<file path="config.mk">
export PLATFORM = sky130hd
export DESIGN_NAME = cpuTop
export DESIGN_NICKNAME = d
export VERILOG_FILES = /design/src/isaPkg.sv /design/src/corePkg.sv /design/src/ctrlIf.sv /design/src/controlUnit.sv /design/src/aluUnit.sv /design/src/regFile.sv /design/src/pcUnit.sv /design/src/wbMaster.sv /design/src/cpuTop.sv
export SDC_FILE = /design/constraint.sdc
export NUM_CORES = 1
export LEC_CHECK = 0
export ABC_CLOCK_PERIOD_IN_PS = 18730
export BUFFER_PORTS_ARGS = -buffer_cell sky130_fd_sc_hd__buf_4
export CAP_MARGIN = 20
export CORE_ASPECT_RATIO = 0.9
export CORE_MARGIN = 2
export CORE_UTILIZATION = 35
export DETAILED_ROUTE_END_ITERATION = 6
export PLACE_DENSITY_LB_ADDON = 0.3
export SLEW_MARGIN = 10
export SYNTH_ARGS = -nofsm -noshare
export SYNTH_HDL_FRONTEND = slang
export SYNTH_SLANG_ARGS = --single-unit
</file>
<file path="constraint.sdc">
create_clock -name clk -period 18.73 [get_ports clk]
set_input_delay 4.6825 -clock clk [delete_from_list [all_inputs] [get_ports clk]]
set_output_delay 4.6825 -clock clk [all_outputs]
set_load 0.005 [all_outputs]
</file>
<file path="src/isaPkg.sv">
package isaPkg;

	typedef logic [17:0] instrT;
	typedef logic [15:0] dataT;
	typedef logic [3:0] regSelT;
	typedef logic [3:0] opcodeT;

	typedef struct packed {
		logic low;
		logic negative;
		logic zero;
	} flagsT;

	localparam int NUM_REGS = 16;
	localparam regSelT LINK_REG = 4'd12;
	localparam regSelT SP_REG = 4'd13;

	////////////////////////////// Type and N-type fields
	localparam logic [1:0] TYPE_N = 2'b00;
	localparam opcodeT N_REG_ALU = 4'd0;
	localparam opcodeT N_MEM_REG = 4'd1;
	localparam opcodeT MOVMR = 4'd0;
	localparam opcodeT MOVRM = 4'd1;

	// ALU opcodes, 0 and 1 reused internally for INCR/DECR
	localparam opcodeT ALU_INC = 4'd0;
	localparam opcodeT ALU_DEC = 4'd1;
	localparam opcodeT ADD = 4'd2;
	localparam opcodeT SUB = 4'd3;
	localparam opcodeT AND = 4'd4;
	localparam opcodeT OR = 4'd5;
	localparam opcodeT XOR = 4'd6;
	localparam opcodeT NOT = 4'd7;
	localparam opcodeT LSH = 4'd8;
	localparam opcodeT RSH = 4'd9;
	localparam opcodeT ARSH = 4'd10;
	localparam opcodeT CMP = 4'd11;
	localparam opcodeT MOVR = 4'd12;
	localparam opcodeT MUL = 4'd13;
	localparam opcodeT FMUL = 4'd14;

	////////////////////////////// Specials in [17:14]
	localparam opcodeT CALL = 4'd4;
	localparam opcodeT MOVMRI = 4'd5;
	localparam opcodeT MOVRMI = 4'd6;
	localparam opcodeT RET = 4'd7;
	localparam opcodeT JL = 4'd8;
	localparam opcodeT JLE = 4'd9;
	localparam opcodeT JNE = 4'd10;
	localparam opcodeT JE = 4'd11;
	localparam opcodeT POP = 4'd12;
	localparam opcodeT PUSH = 4'd13;
	localparam opcodeT PUSHI = 4'd14;
	localparam opcodeT INCDEC = 4'd15;
	localparam logic [1:0] INCR = 2'd0;
	localparam logic [1:0] DECR = 2'd1;

endpackage

</file>
<file path="src/corePkg.sv">
package corePkg;

	typedef enum logic [1:0] {
		ST_FETCH,
		ST_EXEC,
		ST_MEM,
		ST_WB
	} seqStateT;

	// ALU B operand source
	typedef enum logic {
		OPB_REG,
		OPB_IMM
	} operandSelT;

	typedef enum logic [1:0] {
		WB_ALU,
		WB_MEM,
		WB_PCLINK
	} wbDataSelT;

	typedef enum logic [1:0] {
		PC_INC,
		PC_JUMP,
		PC_LINK
	} pcSelT;

	// Bus address source
	typedef enum logic [1:0] {
		ADR_PC,
		ADR_IMM,
		ADR_SRCREG,
		ADR_SP
	} addrSelT;

endpackage

</file>
<file path="src/ctrlIf.sv">
interface ctrlIf;
	import isaPkg::*;
	import corePkg::*;

	opcodeT aluOp;
	regSelT destSel, destSel2, srcSel;
	dataT immediate, address;
	operandSelT operandSel;
	wbDataSelT wbDataSel;
	addrSelT addrSel;
	pcSelT pcSel;
	logic writeEn1, writeEn2, flagWrite, pcLoad;
	logic memWrite, busReq;

	modport ctrl (
		output aluOp, destSel, destSel2, srcSel, immediate, address,
		output operandSel, wbDataSel, addrSel, pcSel,
		output writeEn1, writeEn2, flagWrite, pcLoad, memWrite, busReq
	);

	modport dp (
		input aluOp, destSel, destSel2, srcSel, immediate, address,
		input operandSel, wbDataSel, addrSel, pcSel,
		input writeEn1, writeEn2, flagWrite, pcLoad, memWrite, busReq
	);

endinterface

</file>
<file path="src/controlUnit.sv">
module controlUnit (
	input  logic          clk,
	input  logic          rst,
	input  isaPkg::instrT instruction,
	input  isaPkg::flagsT flags,
	input  logic          busDone,
	ctrlIf.ctrl           ctrl
);
	import isaPkg::*;
	import corePkg::*;

	seqStateT state;
	instrT instrReg;
	opcodeT special, op;
	regSelT dst;
	addrSelT addrSelDec;
	logic wrDest, wrSp, flagWr, isMem, storeOp;
	logic takeJump, highDst, wbPhase;

	function automatic logic isHighReg(regSelT r);
		return (r == LINK_REG) || (r == SP_REG);
	endfunction

	assign special = instrReg[17:14];

	// Branch conditions on the current flags
	always_comb begin
		case (special)
			JL: takeJump = flags.low | flags.negative;
			JLE: takeJump = flags.low | flags.negative | flags.zero;
			JNE: takeJump = !flags.zero;
			JE: takeJump = flags.zero;
			default: takeJump = 1'b0;
		endcase
	end

	////////////////////////////// Decode
	always_comb begin
		op = instrReg[7:4];
		dst = instrReg[11:8];
		ctrl.srcSel = instrReg[3:0];
		ctrl.immediate = {8'd0, instrReg[7:0]};
		ctrl.address = {2'd0, instrReg[13:0]};
		ctrl.operandSel = OPB_REG;
		ctrl.wbDataSel = WB_ALU;
		ctrl.pcSel = PC_INC;
		addrSelDec = ADR_SRCREG;
		wrDest = 1'b0;
		wrSp = 1'b0;
		flagWr = 1'b0;
		isMem = 1'b0;
		storeOp = 1'b0;
		if (instrReg[17:16] == TYPE_N) begin
			if (instrReg[15:12] == N_MEM_REG) begin
				if (instrReg[7:4] == MOVMR) begin
					isMem = 1'b1;
					wrDest = 1'b1;
					ctrl.wbDataSel = WB_MEM;
				end else if (instrReg[7:4] == MOVRM) begin
					isMem = 1'b1;
					storeOp = 1'b1;
				end
			end else begin
				// Immediate form keeps its opcode in [15:12]
				if (instrReg[15:12] != N_REG_ALU) begin
					op = instrReg[15:12];
					ctrl.operandSel = OPB_IMM;
					ctrl.srcSel = dst;
				end
				if (op inside {[ADD:ARSH]}) begin
					flagWr = 1'b1;
					wrDest = 1'b1;
				end else if (op == CMP) begin
					flagWr = 1'b1;
				end else if (op == MOVR) begin
					wrDest = 1'b1;
				end
			end
		end else begin
			case (special)
				CALL: begin
					dst = LINK_REG;
					wrDest = 1'b1;
					ctrl.wbDataSel = WB_PCLINK;
					ctrl.pcSel = PC_JUMP;
				end
				MOVMRI: begin
					isMem = 1'b1;
					wrDest = 1'b1;
					ctrl.wbDataSel = WB_MEM;
					addrSelDec = ADR_IMM;
				end
				MOVRMI: begin
					isMem = 1'b1;
					storeOp = 1'b1;
					addrSelDec = ADR_IMM;
				end
				RET: begin
					ctrl.srcSel = LINK_REG;
					ctrl.pcSel = PC_LINK;
				end
				JL, JLE, JNE, JE: begin
					if (takeJump)
						ctrl.pcSel = PC_JUMP;
				end
				POP: begin
					dst = instrReg[13:10];
					addrSelDec = ADR_SP;
					// Never pop into the link register or SP
					if (!isHighReg(instrReg[13:10])) begin
						isMem = 1'b1;
						wrDest = 1'b1;
						wrSp = 1'b1;
						ctrl.wbDataSel = WB_MEM;
					end
				end
				PUSH: begin
					dst = instrReg[13:10];
					addrSelDec = ADR_SP;
					isMem = 1'b1;
					storeOp = 1'b1;
					wrSp = 1'b1;
				end
				INCDEC: begin
					if (instrReg[13:12] == INCR || instrReg[13:12] == DECR) begin
						op = (instrReg[13:12] == INCR) ? ALU_INC : ALU_DEC;
						wrDest = 1'b1;
					end
				end
				default: ;
			endcase
		end
		highDst = isHighReg(dst);
		ctrl.aluOp = op;
		ctrl.destSel = dst;
		ctrl.destSel2 = wrSp ? SP_REG : dst;
	end

	// State gating of the decoded strobes
	always_comb begin
		wbPhase = ((state == ST_EXEC) && !isMem) || ((state == ST_WB) && isMem);
		ctrl.writeEn1 = wbPhase && wrDest && !highDst;
		ctrl.writeEn2 = wbPhase && ((wrDest && highDst) || wrSp);
		ctrl.flagWrite = (state == ST_EXEC) && flagWr;
		ctrl.pcLoad = (state == ST_EXEC);
		ctrl.memWrite = storeOp && (state != ST_FETCH);
		ctrl.addrSel = (state == ST_FETCH) ? ADR_PC : addrSelDec;
		ctrl.busReq = ((state == ST_FETCH) || (state == ST_MEM)) && !busDone;
	end

	////////////////////////////// Sequencer
	always_ff @(posedge clk) begin
		if (rst) begin
			state <= ST_FETCH;
		end else begin
			case (state)
				ST_FETCH: if (busDone) state <= ST_EXEC;
				ST_EXEC: state <= isMem ? ST_MEM : ST_FETCH;
				ST_MEM: if (busDone) state <= ST_WB;
				default: state <= ST_FETCH;
			endcase
		end
	end

	always_ff @(posedge clk) begin
		if (state == ST_FETCH && busDone)
			instrReg <= instruction;
	end

endmodule

</file>
<file path="src/aluUnit.sv">
module aluUnit (
	input  logic          clk,
	input  logic          rst,
	ctrlIf.dp             ctrl,
	input  isaPkg::dataT  operandA,
	input  isaPkg::dataT  operandB,
	output isaPkg::dataT  result,
	output isaPkg::flagsT flags
);
	import isaPkg::*;
	import corePkg::*;

	dataT opB, res;
	logic [16:0] diff;

	assign opB = (ctrl.operandSel == OPB_IMM) ? ctrl.immediate : operandB;
	// Extra bit holds the unsigned borrow
	assign diff = {1'b0, operandA} - {1'b0, opB};

	always_comb begin
		case (ctrl.aluOp)
			ADD: res = operandA + opB;
			SUB, CMP: res = diff[15:0];
			AND: res = operandA & opB;
			OR: res = operandA | opB;
			XOR: res = operandA ^ opB;
			NOT: res = ~opB;
			LSH: res = operandA << opB[3:0];
			RSH: res = operandA >> opB[3:0];
			ARSH: res = dataT'($signed(operandA) >>> opB[3:0]);
			MOVR: res = opB;
			ALU_INC: res = operandA + 16'd1;
			ALU_DEC: res = operandA - 16'd1;
			default: res = '0;
		endcase
	end

	assign result = res;

	always_ff @(posedge clk) begin
		if (rst) begin
			flags <= '0;
		end else if (ctrl.flagWrite) begin
			flags.low <= (ctrl.aluOp == SUB || ctrl.aluOp == CMP) ? diff[16] : 1'b0;
			flags.negative <= res[15];
			flags.zero <= (res == '0);
		end
	end

endmodule

</file>
<file path="src/regFile.sv">
module regFile #(
	parameter int regCount = isaPkg::NUM_REGS
) (
	input  logic         clk,
	input  logic         rst,
	ctrlIf.dp            ctrl,
	input  isaPkg::dataT writeData,
	output isaPkg::dataT destData,
	output isaPkg::dataT srcData,
	output isaPkg::dataT spData
);
	import isaPkg::*;
	import corePkg::*;

	localparam int idxWidth = $clog2(regCount);
	localparam int spIdx = SP_REG % regCount;

	dataT regs [regCount];
	dataT spNext, port2Data;

	assign destData = regs[ctrl.destSel[idxWidth-1:0]];
	assign srcData = regs[ctrl.srcSel[idxWidth-1:0]];

	// Push uses SP then bumps it, pop works on SP-1
	assign spData = ctrl.memWrite ? regs[spIdx] : regs[spIdx] - 16'd1;
	assign spNext = ctrl.memWrite ? regs[spIdx] + 16'd1 : regs[spIdx] - 16'd1;
	assign port2Data = (ctrl.addrSel == ADR_SP) ? spNext : writeData;

	always_ff @(posedge clk) begin
		if (rst) begin
			for (int i = 0; i < regCount; i++)
				regs[i] <= '0;
		end else begin
			if (ctrl.writeEn1)
				regs[ctrl.destSel[idxWidth-1:0]] <= writeData;
			if (ctrl.writeEn2)
				regs[ctrl.destSel2[idxWidth-1:0]] <= port2Data;
		end
	end

endmodule

</file>
<file path="src/pcUnit.sv">
module pcUnit (
	input  logic         clk,
	input  logic         rst,
	ctrlIf.dp            ctrl,
	input  isaPkg::dataT linkData,
	output isaPkg::dataT pc,
	output isaPkg::dataT pcPlusOne
);
	import corePkg::*;

	assign pcPlusOne = pc + 16'd1;

	always_ff @(posedge clk) begin
		if (rst) begin
			pc <= '0;
		end else if (ctrl.pcLoad) begin
			case (ctrl.pcSel)
				PC_JUMP: pc <= ctrl.address;
				PC_LINK: pc <= linkData;
				default: pc <= pcPlusOne;
			endcase
		end
	end

endmodule

</file>
<file path="src/wbMaster.sv">
module wbMaster (
	input  logic          clk,
	input  logic          rst,
	ctrlIf.dp             ctrl,
	input  isaPkg::dataT  pc,
	input  isaPkg::dataT  srcData,
	input  isaPkg::dataT  spData,
	input  isaPkg::dataT  storeData,
	input  isaPkg::instrT wbDatIn,
	input  logic          wbAck,
	output isaPkg::dataT  wbAdr,
	output isaPkg::dataT  wbDatOut,
	output logic          wbWe,
	output logic          wbCyc,
	output logic          wbStb,
	output isaPkg::instrT readData,
	output logic          busDone
);
	import isaPkg::*;
	import corePkg::*;

	dataT nextAdr;
	logic start;

	always_comb begin
		case (ctrl.addrSel)
			ADR_PC: nextAdr = pc;
			ADR_IMM: nextAdr = ctrl.address;
			ADR_SRCREG: nextAdr = srcData;
			default: nextAdr = spData;
		endcase
	end

	assign start = ctrl.busReq && !wbCyc;
	assign wbStb = wbCyc;

	////////////////////////////// Classic cycle
	always_ff @(posedge clk) begin
		if (rst) begin
			wbCyc <= 1'b0;
			wbWe <= 1'b0;
			busDone <= 1'b0;
		end else begin
			busDone <= 1'b0;
			if (wbCyc && wbAck) begin
				wbCyc <= 1'b0;
				wbWe <= 1'b0;
				busDone <= 1'b1;
			end else if (start) begin
				wbCyc <= 1'b1;
				wbWe <= ctrl.memWrite;
			end
		end
	end

	// Address and data held for the whole cycle
	always_ff @(posedge clk) begin
		if (start) begin
			wbAdr <= nextAdr;
			wbDatOut <= storeData;
		end
		if (wbCyc && wbAck)
			readData <= wbDatIn;
	end

endmodule

</file>
<file path="src/cpuTop.sv">
module cpuTop (
	input  logic          clk,
	input  logic          rst,
	input  isaPkg::instrT wbDatIn,
	input  logic          wbAck,
	output isaPkg::dataT  wbAdr,
	output isaPkg::dataT  wbDatOut,
	output logic          wbWe,
	output logic          wbCyc,
	output logic          wbStb
);
	import isaPkg::*;
	import corePkg::*;

	dataT aluResult, writeData;
	dataT destData, srcData, spData;
	dataT pc, pcPlusOne;
	instrT readData;
	flagsT flags;
	logic busDone;

	ctrlIf ctrlBus ();

	// Write-back source
	assign writeData = (ctrlBus.wbDataSel == WB_MEM) ? readData[15:0] :
		(ctrlBus.wbDataSel == WB_PCLINK) ? pcPlusOne : aluResult;

	controlUnit i_controlUnit (
		.clk         (clk),
		.rst         (rst),
		.instruction (readData),
		.flags       (flags),
		.busDone     (busDone),
		.ctrl        (ctrlBus.ctrl)
	);

	aluUnit i_aluUnit (
		.clk      (clk),
		.rst      (rst),
		.ctrl     (ctrlBus.dp),
		.operandA (destData),
		.operandB (srcData),
		.result   (aluResult),
		.flags    (flags)
	);

	regFile i_regFile (
		.clk       (clk),
		.rst       (rst),
		.ctrl      (ctrlBus.dp),
		.writeData (writeData),
		.destData  (destData),
		.srcData   (srcData),
		.spData    (spData)
	);

	pcUnit i_pcUnit (
		.clk       (clk),
		.rst       (rst),
		.ctrl      (ctrlBus.dp),
		.linkData  (srcData),
		.pc        (pc),
		.pcPlusOne (pcPlusOne)
	);

	wbMaster i_wbMaster (
		.clk       (clk),
		.rst       (rst),
		.ctrl      (ctrlBus.dp),
		.pc        (pc),
		.srcData   (srcData),
		.spData    (spData),
		.storeData (destData),
		.wbDatIn   (wbDatIn),
		.wbAck     (wbAck),
		.wbAdr     (wbAdr),
		.wbDatOut  (wbDatOut),
		.wbWe      (wbWe),
		.wbCyc     (wbCyc),
		.wbStb     (wbStb),
		.readData  (readData),
		.busDone   (busDone)
	);

endmodule

</file>
==> results.tsv <==
metric	value	unit
status	finished with violations	
failing checks	DRC	
synthesized net count	2933	
critical path class	flip-flop to flip-flop	
Pre-Repair DR Iteration Count	7	
initial antenna violation count	4	
Yosys cell types	93	
Top FF cell, synth	edfxtp_1	
Tot GR Track Use	0.290	
max_slew headroom	0.203	
critical path required time	19.03	ns
sequential area share after synthesis	0.409	
CTS HTree Levels	2	
Clk Latency, worst-skew pair	0.59	ns
first-pass GRT wire length	159000	um
CTS sink cnt	348	
Die Y	258	um
Synth Area per Inst	8.81	um2
post-CTS setup buffer count	0	
critical path startpoint category	flip-flop	
WL per Instance	29.5	um
CTS buffer count	41	
Synth async-reset ratio	0	
Core Rows	92	
Via-to-Cell Ratio	6.51	
largest family of logic cells by synthesized area	compound AO/OA/AOI/OAI gates	
number of synthesized register bits	348	
r2r setup slk	8.19	ns
Yosys top cell by area	edfxtp_1	
top cell type's share of synthesized area	0.389	
area share of xor/xnor cells in the synthesized design	0.0263	
Worst setup EP type	flip-flop	
RSZ-0062 raised after global routing	no	
skew final	0.0218	ns
largest net degree at the start of global routing	76	
Area contributors post-synth	edfxtp_1 (39%), a211oi_1 (6.6%), nor2_1 (5.0%)	
DR vias	24456	
fmax	0.0949	GHz
Final Non-Filler Cells	3754	
Multi-input gate area	13500	um2
setup TNS	0	ns
Yosys warning count	0	
Routed Antenna Nets	0	
post-synthesis compound-gate area fraction	0.241	
Port Buffers	55	
final slew viol count	0	
FILL cells	6942	
Worst VDD drop	79.7	uV
DP HPWL	74700	um
max_cap viols	0	
hold-fix buffers at CTS	0	
DRC viols	12	
core box area	70300	um2
Reg clk slew, reported paths	0.07	ns
post-CTS resize count	0	
final setup vio count	0	
layout cells sized above 1	0.0977	
pre-CTS setup slack	8.60	ns
Reg area	10200	um2
GRT overflow	0	
multiplexer share of the synthesized area	0.0302	
clock root buffer	clkbuf_16	
die area	73600	um2
crit path max fanout	59	
Synth Area in Simple Gates	0.197	
Synth Instances	2838	
min Tclk post-route	10.54	ns
Final #Nets	2876	
Pwr Density	82.6	nW/um2
boundary pin count	56	
P_leak	10.2	nW
clock buffer depth	3	
Initial Util	0.355	
Min-Delay Path Class	flip-flop to flip-flop	
Die Wd	286	um
CTS tree	built	
Fin. Hold Viols	0	
n_diodes	0	
Starting DRT DRC Count	3750	
Placed Instances	3671	
gp weighted congestion	0.995	
Area Growth Syn to Fin	11.2	%
Routed Wire Length	111000	um
Final WS setup	8.19	ns
Final Total Pwr	2.29	mW
final period utilization	0.563	
Mapped Area	25000	um2
fin util	0.395	
Slew @ Worst Pin	1.19	ns
arrival time worst endpoint	10.84	ns
vias in the first global route	22865	
adder-cell area share of the yosys netlist	0.0376	
EDFF count, synth	324	
## cells by family after synthesis
logic type / Yosys count
buffers and inverters: 358
AOI/OAI and AO/OA: 881
adders and majority gates: 74
DFF: 348
and+or+nand+nor: 1033
xor gates and xnor gates: 75
muxes: 69
## cells in the final DEF (no fill, tap or decap), drive strengths merged, types with 37 or more instances in the layout
master / count
inv: 110
and3: 91
a2111oi: 37
a21oi: 174
o21ai: 155
nor2: 334
nor3: 58
nand3: 83
a211oi: 222
clkbuf: 54
a31oi: 66
buf: 150
edfxtp: 324
mux2i: 62
xnor2: 54
nand2: 250
nor2b: 92
ha: 72
## where the power goes
part	internal [mW]	switching, mW	total (mW)
Clock	0.457	0.349	0.806
Combinational	0.178	0.401	0.579
Sequential	0.886	0.0242	0.910
Total	1.52	0.774	2.29
## cell type report
cell class | instances | share of cell area
Clock buffer | 54 | 0.0394
Clock inverter | 22 | 0.00783
Inverter | 108 | 0.0146
Multi-Input combinational cell | 2132 | 0.485
Sequential cell | 348 | 0.367
Tap cell | 940 | 0.0423
Timing Repair Buffer | 150 | 0.0437
## worst max-delay path, cell delays in order (launching register included)
cell,delay [ns]
edfxtp_1,0.76
or3_1,0.60
nand3_2,0.11
buf_4,0.61
and3_2,0.72
buf_4,0.72
a2111oi_0,0.25
nor4_1,0.46
a211oi_2,0.24
a21o_1,0.54
inv_1,0.31
nor2_1,0.12
nand2_1,0.25
xnor2_1,0.15
a21oi_1,0.09
ha_1,0.37
inv_1,0.10
o21bai_1,0.10
a2111oi_0,0.76
o31ai_1,0.26
a31oi_1,0.32
xor2_1,0.17
o2111ai_1,0.18
nor3_1,0.89
a211oi_1,0.22
a21oi_2,0.67
a211oi_1,0.18
## worst paths after layout
kind,cells after the start,startpoint,end
setup reg to reg,26,i_controlUnit.instrReg[15],i_regFile.regs[13][12]
hold reg to reg,0,i_wbMaster.readData[5],i_controlUnit.instrReg[5]
setup / recovery,26,i_controlUnit.instrReg[15],i_regFile.regs[13][12]
hold / removal,0,i_wbMaster.readData[5],i_controlUnit.instrReg[5]
## synthesized netlist by cell type, types with 58 or more instances
cell      instances
a21oi_1         171
nor2_1          332
mux2i_1          62
a31oi_1          66
edfxtp_1        324
ha_1             72
nor2b_1          92
o21ai_0         148
nor3_1           58
nand2_1         248
nand3_1          83
and3_1           91
inv_1           106
a211oi_1        220
clkbuf_1        159
## sequential cells by signal, summed over array words and instances (netlist names)
signal / cells
i_wbMaster.wbWe: 1
i_wbMaster.busDone: 1
i_controlUnit.state: 2
i_aluUnit.flags: 3
i_controlUnit.instrReg: 18
i_pcUnit.pc: 16
i_regFile.regs: 256
i_wbMaster.wbAdr: 16
i_wbMaster.wbDatOut: 16
i_wbMaster.wbCyc: 1
i_wbMaster.readData: 18
## metrics by stage
stage	hold slack [ns]	area, um2
2_1_floorplan	0.400	25000
3_3_place_gp	0.455	26300
3_5_place_dp	0.443	26300
4_1_cts	0.455	27700
5_1_grt	0.476	27800
6_report	0.460	27800
## metal layers
| metal | track usage | share of wire |
|---|---|---|
| met1 | 0.402 | 0.41 |
| met2 | 0.423 | 0.42 |
| met3 | 0.0671 | 0.11 |
| met4 | 0.146 | 0.053 |
| met5 | 0 | 0.00013 |
No activity file was read; power rests on OpenSTA's default activity.
